===== config.mk =====
export PLATFORM = sky130hd
export DESIGN_NAME = uart_top
export DESIGN_NICKNAME = d
export VERILOG_FILES = /design/src/verilog/axil_pkg.sv /design/src/verilog/uart_pkg.sv /design/src/verilog/baud_gen.sv /design/src/verilog/uart_regs.sv /design/src/verilog/uart_rx.sv /design/src/verilog/uart_top.sv /design/src/verilog/uart_tx.sv
export SDC_FILE = /design/constraint.sdc
export NUM_CORES = 1
export LEC_CHECK = 0
export ABC_AREA = 0
export BUFFER_PORTS_ARGS = -buffer_cell sky130_fd_sc_hd__buf_4
export CAP_MARGIN = 0
export CORE_MARGIN = 1
export CORE_UTILIZATION = 55
export CTS_BUF_LIST = sky130_fd_sc_hd__clkbuf_16
export DETAILED_ROUTE_END_ITERATION = 6
export PLACE_DENSITY_LB_ADDON = 0.12
export SETUP_SLACK_MARGIN = 0.1
export SLEW_MARGIN = 5
export SYNTH_ARGS = -nofsm -noshare
export SYNTH_HDL_FRONTEND = slang
export SYNTH_SLANG_ARGS = --single-unit

===== constraint.sdc =====
create_clock -name clk -period 5 [get_ports clk]
set_input_delay 0.5 -clock clk [delete_from_list [all_inputs] [get_ports clk]]
set_output_delay 0.5 -clock clk [all_outputs]
set_load 0.01 [all_outputs]

===== src/verilog/axil_pkg.sv =====
/*
 * AXI4-Lite register map of the serial port
 *   Address width and register offsets
 *   Status word bit positions, response codes
 */

`default_nettype none

package axil_pkg;

    localparam int ADDR_W = 4;

    // Register offsets
    localparam logic [ADDR_W-1:0] REG_TXDATA = 4'h0;  // write only
    localparam logic [ADDR_W-1:0] REG_RXDATA = 4'h4;  // read only
    localparam logic [ADDR_W-1:0] REG_STATUS = 4'h8;  // read only

    // Status word bits
    localparam int ST_TX_BUSY   = 0;
    localparam int ST_RX_VALID  = 1;
    localparam int ST_OVERRUN   = 2;
    localparam int ST_FRAME_ERR = 3;

    typedef enum logic [1:0] {
        RESP_OKAY   = 2'b00,
        RESP_SLVERR = 2'b10
    } resp_t;

endpackage

`default_nettype wire


===== src/verilog/uart_pkg.sv =====
/*
 * Serial line format constants and state encodings
 *   BAUD_DIV, DATA_BITS, FRAME_BITS
 *   Transmit and receive FSM state enums
 */

`default_nettype none

package uart_pkg;

    // Clock cycles per serial bit
    localparam int BAUD_DIV = 8;

    // 8N1 framing
    localparam int DATA_BITS = 8;
    // Start + data + stop
    localparam int FRAME_BITS = DATA_BITS + 2;

    // Transmitter FSM
    typedef enum logic [1:0] {
        TX_IDLE,
        TX_LOAD,
        TX_SHIFT,
        TX_WAIT
    } tx_state_t;

    // Receiver FSM
    typedef enum logic [1:0] {
        RX_IDLE,
        RX_START,
        RX_DATA,
        RX_STOP
    } rx_state_t;

endpackage

`default_nettype wire


===== src/verilog/baud_gen.sv =====
/*
 * Bit-period generator
 *   Counter modulo BAUD_DIV, cleared while disabled
 *   Registered bit_end and mid_bit pulses
 */

`timescale 1ns/100ps
`default_nettype none

module baud_gen (
    input  logic clk,
    input  logic rst_n,
    input  logic enable,
    output logic bit_end,
    output logic mid_bit
);

    logic [$clog2(uart_pkg::BAUD_DIV)-1:0] cnt;

    // Count restarts from zero on every enable rise,
    // so the first bit_end lands BAUD_DIV cycles later
    always_ff @(posedge clk or negedge rst_n) begin
        if (!rst_n) begin
            cnt     <= '0;
            bit_end <= 1'b0;
            mid_bit <= 1'b0;
        end else if (!enable) begin
            cnt     <= '0;
            bit_end <= 1'b0;
            mid_bit <= 1'b0;
        end else begin
            // Wrap at the last count
            if (cnt == uart_pkg::BAUD_DIV - 1) begin
                cnt <= '0;
            end else begin
                cnt <= cnt + 1'b1;
            end
            // Pulses registered, one cycle each per bit
            bit_end <= (cnt == uart_pkg::BAUD_DIV - 1);
            mid_bit <= (cnt == uart_pkg::BAUD_DIV / 2 - 1);
        end
    end

    // Half and full count never coincide
    // Mid-bit leads the bit end by half a bit
    a_pulse_excl: assert property (@(posedge clk) disable iff (!rst_n)
        bit_end |-> !mid_bit && $past(mid_bit, uart_pkg::BAUD_DIV / 2));

endmodule

`default_nettype wire


===== src/verilog/uart_regs.sv =====
/*
 * AXI4-Lite slave register block
 *   Write and read handshakes, address decode
 *   Transmit start with busy back-pressure
 *   Receive holding register, sticky overrun and framing error
 */

`timescale 1ns/100ps
`default_nettype none

module uart_regs (
    input  logic                        clk,
    input  logic                        rst_n,
    input  logic [axil_pkg::ADDR_W-1:0] awaddr,
    input  logic                        awvalid,
    output logic                        awready,
    input  logic [31:0]                 wdata,
    input  logic                        wvalid,
    output logic                        wready,
    output axil_pkg::resp_t             bresp,
    output logic                        bvalid,
    input  logic                        bready,
    input  logic [axil_pkg::ADDR_W-1:0] araddr,
    input  logic                        arvalid,
    output logic                        arready,
    output logic [31:0]                 rdata,
    output axil_pkg::resp_t             rresp,
    output logic                        rvalid,
    input  logic                        rready,
    output logic                        tx_start,
    output logic [7:0]                  tx_byte,
    input  logic                        tx_busy,
    input  logic                        rx_done,
    input  logic                        rx_frame_err,
    input  logic [7:0]                  rx_byte
);

    logic            wr_hs;
    logic            rd_hs;
    logic            tx_active;
    logic            wr_ok;
    logic            rx_valid;
    logic            overrun;
    logic            frame_err;
    logic [7:0]      rx_hold;
    logic            rd_rx_clear;
    logic            rd_st_clear;
    logic [31:0]     status;
    logic [31:0]     rd_data;
    axil_pkg::resp_t rd_resp;

    // AW and W accepted together
    assign wr_hs = awvalid && awready;
    assign rd_hs = arvalid && arready;

    // Pending start counts as busy
    assign tx_active = tx_busy || tx_start;
    assign wr_ok     = (awaddr == axil_pkg::REG_TXDATA) && !tx_active;

    // Clear-on-read strobes
    assign rd_rx_clear = rd_hs && (araddr == axil_pkg::REG_RXDATA) && rx_valid;
    assign rd_st_clear = rd_hs && (araddr == axil_pkg::REG_STATUS);

    always_comb begin
        status                         = '0;
        status[axil_pkg::ST_TX_BUSY]   = tx_active;
        status[axil_pkg::ST_RX_VALID]  = rx_valid;
        status[axil_pkg::ST_OVERRUN]   = overrun;
        status[axil_pkg::ST_FRAME_ERR] = frame_err;
    end

    // Read decode, SLVERR with zero data by default
    always_comb begin
        rd_data = '0;
        rd_resp = axil_pkg::RESP_SLVERR;
        case (araddr)
            axil_pkg::REG_RXDATA: begin
                if (rx_valid) begin
                    rd_data[7:0] = rx_hold;
                    rd_resp      = axil_pkg::RESP_OKAY;
                end
            end
            axil_pkg::REG_STATUS: begin
                rd_data = status;
                rd_resp = axil_pkg::RESP_OKAY;
            end
            default: begin
                rd_resp = axil_pkg::RESP_SLVERR;
            end
        endcase
    end

    // Write channel
    always_ff @(posedge clk or negedge rst_n) begin
        if (!rst_n) begin
            awready  <= 1'b0;
            wready   <= 1'b0;
            bvalid   <= 1'b0;
            bresp    <= axil_pkg::RESP_OKAY;
            tx_start <= 1'b0;
        end else begin
            // Single-cycle ready, none while a response waits
            awready  <= !awready && awvalid && wvalid && !bvalid;
            wready   <= !awready && awvalid && wvalid && !bvalid;
            tx_start <= wr_hs && wr_ok;
            if (wr_hs) begin
                bvalid <= 1'b1;
                bresp  <= wr_ok ? axil_pkg::RESP_OKAY : axil_pkg::RESP_SLVERR;
            end else if (bready) begin
                bvalid <= 1'b0;
            end
        end
    end

    // Only the low byte of wdata is used
    always_ff @(posedge clk) begin
        if (wr_hs && wr_ok) begin
            tx_byte <= wdata[7:0];
        end
    end

    // Read channel
    always_ff @(posedge clk or negedge rst_n) begin
        if (!rst_n) begin
            arready <= 1'b0;
            rvalid  <= 1'b0;
        end else begin
            arready <= !arready && arvalid && !rvalid;
            if (rd_hs) begin
                rvalid <= 1'b1;
            end else if (rready) begin
                rvalid <= 1'b0;
            end
        end
    end

    // Data and response held until rready
    always_ff @(posedge clk) begin
        if (rd_hs) begin
            rdata <= rd_data;
            rresp <= rd_resp;
        end
    end

    // Sticky flags, a new event wins over a clear in the same cycle
    always_ff @(posedge clk or negedge rst_n) begin
        if (!rst_n) begin
            rx_valid  <= 1'b0;
            overrun   <= 1'b0;
            frame_err <= 1'b0;
        end else begin
            if (rx_done) begin
                rx_valid <= 1'b1;
            end else if (rd_rx_clear) begin
                rx_valid <= 1'b0;
            end
            if (rx_done && rx_valid && !rd_rx_clear) begin
                overrun <= 1'b1;
            end else if (rd_st_clear) begin
                overrun <= 1'b0;
            end
            if (rx_frame_err) begin
                frame_err <= 1'b1;
            end else if (rd_st_clear) begin
                frame_err <= 1'b0;
            end
        end
    end

    // On overrun the older byte is kept
    always_ff @(posedge clk) begin
        if (rx_done && (!rx_valid || rd_rx_clear)) begin
            rx_hold <= rx_byte;
        end
    end

    a_bvalid_hold: assert property (@(posedge clk) disable iff (!rst_n)
        bvalid && !bready |=> bvalid && $stable(bresp));

endmodule

`default_nettype wire


===== src/verilog/uart_rx.sv =====
/*
 * 8N1 receiver
 *   Two-flop input synchronizer and start edge detect
 *   Start, data and stop FSM sampled on mid_bit
 *   Done and framing error pulses
 */

`timescale 1ns/100ps
`default_nettype none

module uart_rx (
    input  logic       clk,
    input  logic       rst_n,
    input  logic       rx,
    input  logic       mid_bit,
    output logic       baud_en,
    output logic       rx_done,
    output logic       rx_frame_err,
    output logic [7:0] rx_byte
);

    uart_pkg::rx_state_t state;

    logic                                  rx_meta;
    logic                                  rx_s;
    logic                                  rx_q;
    logic [$clog2(uart_pkg::DATA_BITS)-1:0] bit_cnt;

    // Line idles high, so sync flops reset to one
    always_ff @(posedge clk or negedge rst_n) begin
        if (!rst_n) begin
            rx_meta <= 1'b1;
            rx_s    <= 1'b1;
            rx_q    <= 1'b1;
        end else begin
            rx_meta <= rx;
            rx_s    <= rx_meta;
            rx_q    <= rx_s;  // previous value for edge detect
        end
    end

    // Bit timing runs from the start edge to the stop sample
    assign baud_en = (state != uart_pkg::RX_IDLE);

    always_ff @(posedge clk or negedge rst_n) begin
        if (!rst_n) begin
            state        <= uart_pkg::RX_IDLE;
            bit_cnt      <= '0;
            rx_done      <= 1'b0;
            rx_frame_err <= 1'b0;
        end else begin
            // One-cycle pulses
            rx_done      <= 1'b0;
            rx_frame_err <= 1'b0;
            case (state)
                uart_pkg::RX_IDLE: begin
                    if (rx_q && !rx_s) begin
                        state <= uart_pkg::RX_START;
                    end
                end
                // Glitch filter, start bit must still be low mid-bit
                uart_pkg::RX_START: begin
                    if (mid_bit) begin
                        if (!rx_s) begin
                            state   <= uart_pkg::RX_DATA;
                            bit_cnt <= '0;
                        end else begin
                            state <= uart_pkg::RX_IDLE;
                        end
                    end
                end
                uart_pkg::RX_DATA: begin
                    if (mid_bit) begin
                        bit_cnt <= bit_cnt + 1'b1;
                        if (bit_cnt == uart_pkg::DATA_BITS - 1) begin
                            state <= uart_pkg::RX_STOP;
                        end
                    end
                end
                // Stop bit high means a good frame
                uart_pkg::RX_STOP: begin
                    if (mid_bit) begin
                        rx_done      <= rx_s;
                        rx_frame_err <= !rx_s;
                        state        <= uart_pkg::RX_IDLE;
                    end
                end
                default: begin
                    state <= uart_pkg::RX_IDLE;
                end
            endcase
        end
    end

    // Data arrives LSB first
    always_ff @(posedge clk) begin
        if (state == uart_pkg::RX_DATA && mid_bit) begin
            rx_byte <= {rx_s, rx_byte[7:1]};
        end
    end

    // A frame ends either good or bad, never both
    // Bit timing already stopped when the result comes out
    a_done_excl: assert property (@(posedge clk) disable iff (!rst_n)
        (rx_done || rx_frame_err) |-> !(rx_done && rx_frame_err) && !baud_en);

endmodule

`default_nettype wire


===== src/verilog/uart_top.sv =====
/*
 * Memory-mapped serial port top level
 *   AXI4-Lite register block, transmitter, receiver
 *   One baud generator per direction
 */

`timescale 1ns/100ps
`default_nettype none

module uart_top (
    input  logic                        clk,
    input  logic                        rst_n,
    input  logic [axil_pkg::ADDR_W-1:0] awaddr,
    input  logic                        awvalid,
    output logic                        awready,
    input  logic [31:0]                 wdata,
    input  logic                        wvalid,
    output logic                        wready,
    output axil_pkg::resp_t             bresp,
    output logic                        bvalid,
    input  logic                        bready,
    input  logic [axil_pkg::ADDR_W-1:0] araddr,
    input  logic                        arvalid,
    output logic                        arready,
    output logic [31:0]                 rdata,
    output axil_pkg::resp_t             rresp,
    output logic                        rvalid,
    input  logic                        rready,
    input  logic                        rx,
    output logic                        tx
);

    logic       tx_start;
    logic [7:0] tx_byte;
    logic       tx_busy;
    logic       tx_bit_end;
    logic       rx_baud_en;
    logic       rx_mid_bit;
    logic       rx_done;
    logic       rx_frame_err;
    logic [7:0] rx_byte;

    uart_regs i_uart_regs (
        .clk          (clk),
        .rst_n        (rst_n),
        .awaddr       (awaddr),
        .awvalid      (awvalid),
        .awready      (awready),
        .wdata        (wdata),
        .wvalid       (wvalid),
        .wready       (wready),
        .bresp        (bresp),
        .bvalid       (bvalid),
        .bready       (bready),
        .araddr       (araddr),
        .arvalid      (arvalid),
        .arready      (arready),
        .rdata        (rdata),
        .rresp        (rresp),
        .rvalid       (rvalid),
        .rready       (rready),
        .tx_start     (tx_start),
        .tx_byte      (tx_byte),
        .tx_busy      (tx_busy),
        .rx_done      (rx_done),
        .rx_frame_err (rx_frame_err),
        .rx_byte      (rx_byte)
    );

    // Transmit bit timing runs only while busy
    baud_gen tx_baud (
        .clk     (clk),
        .rst_n   (rst_n),
        .enable  (tx_busy),
        .bit_end (tx_bit_end),
        .mid_bit ()
    );

    uart_tx i_uart_tx (
        .clk      (clk),
        .rst_n    (rst_n),
        .tx_start (tx_start),
        .bit_end  (tx_bit_end),
        .tx_byte  (tx_byte),
        .tx_busy  (tx_busy),
        .tx       (tx)
    );

    // Receiver samples at mid-bit only
    baud_gen rx_baud (
        .clk     (clk),
        .rst_n   (rst_n),
        .enable  (rx_baud_en),
        .bit_end (),
        .mid_bit (rx_mid_bit)
    );

    uart_rx i_uart_rx (
        .clk          (clk),
        .rst_n        (rst_n),
        .rx           (rx),
        .mid_bit      (rx_mid_bit),
        .baud_en      (rx_baud_en),
        .rx_done      (rx_done),
        .rx_frame_err (rx_frame_err),
        .rx_byte      (rx_byte)
    );

endmodule

`default_nettype wire


===== src/verilog/uart_tx.sv =====
/*
 * 8N1 transmitter
 *   Idle, load, shift and wait FSM
 *   Ten-bit shift buffer with start and stop bits
 *   Bit counter and registered serial output
 */

`timescale 1ns/100ps
`default_nettype none

module uart_tx (
    input  logic       clk,
    input  logic       rst_n,
    input  logic       tx_start,
    input  logic       bit_end,
    input  logic [7:0] tx_byte,
    output logic       tx_busy,
    output logic       tx
);

    uart_pkg::tx_state_t state;
    uart_pkg::tx_state_t state_nxt;

    logic [uart_pkg::DATA_BITS-1:0]  data_q;
    logic [uart_pkg::FRAME_BITS-1:0] shreg;
    logic [3:0]                      bit_cnt;
    logic                            shift_en;

    // Busy for the whole frame, also gates the baud generator
    assign tx_busy = (state != uart_pkg::TX_IDLE);

    // Shift only while a bit is on the line
    assign shift_en = bit_end &&
        (state == uart_pkg::TX_SHIFT || state == uart_pkg::TX_WAIT);

    always_comb begin
        state_nxt = state;
        case (state)
            uart_pkg::TX_IDLE: begin
                if (tx_start) begin
                    state_nxt = uart_pkg::TX_LOAD;
                end
            end
            uart_pkg::TX_LOAD: begin
                state_nxt = uart_pkg::TX_SHIFT;
            end
            // Start and data bits
            uart_pkg::TX_SHIFT: begin
                if (bit_end && bit_cnt == uart_pkg::DATA_BITS) begin
                    state_nxt = uart_pkg::TX_WAIT;
                end
            end
            // Stop bit on the line, frame ends with it
            uart_pkg::TX_WAIT: begin
                if (bit_end && bit_cnt == uart_pkg::FRAME_BITS - 1) begin
                    state_nxt = uart_pkg::TX_IDLE;
                end
            end
            default: begin
                state_nxt = uart_pkg::TX_IDLE;
            end
        endcase
    end

    always_ff @(posedge clk or negedge rst_n) begin
        if (!rst_n) begin
            state   <= uart_pkg::TX_IDLE;
            bit_cnt <= '0;
            tx      <= 1'b1;
        end else begin
            state <= state_nxt;
            if (state == uart_pkg::TX_LOAD) begin
                bit_cnt <= '0;
                tx      <= 1'b0;  // start bit
            end else if (shift_en) begin
                bit_cnt <= bit_cnt + 1'b1;
                tx      <= shreg[1];
            end
        end
    end

    // Byte captured on the start request
    always_ff @(posedge clk) begin
        if (state == uart_pkg::TX_IDLE && tx_start) begin
            data_q <= tx_byte;
        end
    end

    // LSB first, ones shifted in behind the stop bit
    always_ff @(posedge clk) begin
        if (state == uart_pkg::TX_LOAD) begin
            shreg <= {1'b1, data_q, 1'b0};
        end else if (shift_en) begin
            shreg <= {1'b1, shreg[uart_pkg::FRAME_BITS-1:1]};
        end
    end

    // Register block must hold off while a frame runs
    a_no_start_busy: assert property (@(posedge clk) disable iff (!rst_n)
        tx_start |-> !tx_busy);

endmodule

`default_nettype wire

==> metrics.txt <==
Synth cell types 43; Synth Instances 234; max-slew violations 0; Die H 80.9 µm; Top delay family on crit path simple AND/OR/NAND/NOR gates; Crit-path slowest cell nor3_1; fin crit period 2320 ps; Post CTS Setup Buffer Count 0; met2 Resource Use GR 24.7%; Critical Path Source Type flop; area of the die 0.00655 mm²; peak supply drop 278 µV; vias in the first global route 1,678; layer carrying the most global-route usage met2; Core Util, Final 67.4%; leakage power 1.72 nW; I/O pins 90; Slew @ Worst Pin 1140 ps; EDFF count, synth 49; Post-CTS Resized 0; Crit Reg-Reg Endpoint i_uart_regs.tx_byte[2]; Cell Chain, Critical Path inv_1, ha_1, nand2b_1, nor3_1; Cells after DPL 344; Synth Flop Type edfxtp_1; Worst path depth 4; max-capacitance violation count 0; GP Congestion 0.700; clk buf depth 2; Avg Inst Size Synth 14.6 µm²; RSZ-0062 raised after global routing false; first-iteration detailed-routing DRC count 90; cts bufs inserted 9; Clock Skews 11.0 ps; setup TNS 0 ps; Critical Path Start i_uart_tx.state[0]; Final WS setup 2680 ps; synthesis-to-layout area growth 17.2%; global route overflow 0; # fillers 419; commonest cells in the netlist edfxtp_1 (49), dfrtp_1 (30), buf_4 (27), ha_1 (15), inv_1 (13); Reg2Reg Depth 4; #FFs+latches synth 83; vias per std cell 5.11; non-filler cells, final 360; CTS root buf clkbuf_16; fraction of layout cells with a size suffix above 1 26.3%; buffer and inverter count on the worst path 1; PortBufs 39; CTS clk-pin slew, worst paths 70 ps; Yosys top cell by area edfxtp_1; Yosys warnings 0; DRC Markers 0; Die Wd 80.9 µm; Hold Fails Final Rpt 0; dpl hpwl 3030 µm; count leader, synth edfxtp_1; grt met3 use 4.04%; crit share post-route 46.5%; CTS tree yes; First-pass DRT Iterations 4; Fmax 430 MHz; row count 28; met1 usage 21.0%; footprint of the multi-input gates 932 µm²; vias post-DR 1,838; largest net degree at the start of global routing 35; synthesized cell area 0.00343 mm²; CP Data Required Time 4950 ps; Core Area 0.00596 mm²; Clock H-tree levels 3; Reg2Reg Setup Slack 2680 ps; slowest stage delay, CP 940 ps; Setup Viol. Count Final 0; Crit Path Class flop to flop; register area share after synthesis 67.9%; outcome finished, final reports clean; Post-synth ARST share 41.0%; CTS sink cnt 83; relative slew slack 23.7%; Cell Pwr Density 495 mW/mm²; fin nets 343; Synth top area share 43.0%; top post-synthesis cells by area edfxtp_1 (43%), dfrtp_1 (22%), buf_4 (5.9%), ha_1 (5.5%), dfstp_2 (3.1%); initial antenna violation count 0; DRT Wirelength 4680 µm; Initial Utilization 57.5%; wire length per cell 13.0 µm; worst setup path end i_uart_regs.tx_byte[2]; antenna cells 0; CP Capture Type flop; critical path arrival 2270 ps; Critical Path Fanout Max 10; Hold WC Path Type input port to asynchronous set/reset pin; Tot GR Track Use 16.1%; Worst R2R Start i_uart_tx.state[0]; global-route wire length before repair 7600 µm; worst-skew pair later-pin latency 340 ps; Final ANT Viol Nets 0; Setup WS pre-CTS 2490 ps; FF/Latch Area 0.00233 mm²; Post-CTS Hold Fix Bufs 0
-- final cells by class --
| class | instances | area share [%] |
|---|---|---|
| Clock buffer | 9 | 5.61 |
| Tap cell | 75 | 2.34 |
| Timing Repair Buffer | 39 | 7.29 |
| Inverter | 13 | 1.22 |
| Multi-Input combinational cell | 134 | 23.2 |
| Sequential cell | 83 | 58.0 |
| Clock inverter | 7 | 2.34 |
-- metal layers --
metal	part of all wire, %	up-vias
met5	0	-
met4	2.3	0
met3	5.3	10
met2	47	71
met1	45	882
li1	-	875
-- report_power, final --
part           switching [mW]  internal [mW]
sequential             0.0784          0.854
combinational           0.197          0.167
clock                   0.289          0.402
-- stage by stage --
step | power, mW | hold WS [ps] | cell area, µm²
finish | 1.99 | 107 | 4010
global route | 2.09 | 148 | 4010
CTS | 2.01 | 123 | 4010
detailed placement | 1.31 | 349 | 3690
global placement | 1.29 | 346 | 3690
floorplan | 1.21 | 204 | 3520
-- registers in the layout, indices dropped and copies added, names as in the netlist, 2 cells and up, named ones only --
name,cells
i_uart_rx.bit_cnt,3
i_uart_tx.state,2
i_uart_tx.data_q,8
i_uart_tx.shreg,8
i_uart_regs.tx_byte,8
tx_baud.cnt,3
i_uart_regs.rx_hold,8
i_uart_tx.bit_cnt,4
i_uart_rx.rx_byte,8
i_uart_regs.rdata,8
rx_baud.cnt,3
-- cells by family (layout without fill, tap and decap cells) --
group | after synthesis | count (layout) | share of synthesized area [%]
adders and majority gates | 15 | 15 | 5.48
muxes | 4 | 4 | 1.24
AOI/OAI and AO/OA | 33 | 33 | 7.20
buffers and inverters | 42 | 68 | 7.60
and+or+nand+nor | 56 | 56 | 10.4
DFF | 83 | 83 | 67.9
other | 1 | 26 | 0.109
-- worst min-delay path by stage --
stage                                  from                         end  slack, ps
after floorplan                       rst_n  asynchronous set/reset pin        200
final                                 rst_n              rx_baud.cnt[2]        110
after CTS                             rst_n        i_uart_rx.bit_cnt[0]        120
after detailed placement  i_uart_rx.rx_meta              i_uart_rx.rx_s        350
after global placement    i_uart_rx.rx_meta              i_uart_rx.rx_s        350
after global routing                  rst_n        i_uart_rx.bit_cnt[0]        150
-- placed cells by master, fill, tap and decap left out, drive strengths merged, types with 2 or more instances in the layout --
| cell | instances |
|---|---|
| edfxtp | 49 |
| dfstp | 4 |
| dfrtp | 30 |
| nor3b | 3 |
| a21o | 2 |
| conb | 26 |
| o21ai | 7 |
| nand2b | 9 |
| nor2 | 11 |
| nand2 | 6 |
| inv | 17 |
| a21oi | 4 |
| a22o | 11 |
| o22ai | 2 |
| buf | 39 |
| nor3 | 3 |
| ha | 15 |
| and2 | 7 |
| nor2b | 6 |
| mux2 | 2 |
| a221oi | 2 |
| clkbuf | 9 |
| nand3 | 3 |
| mux2i | 2 |
Note: power is estimated with default switching activity, not from simulation.
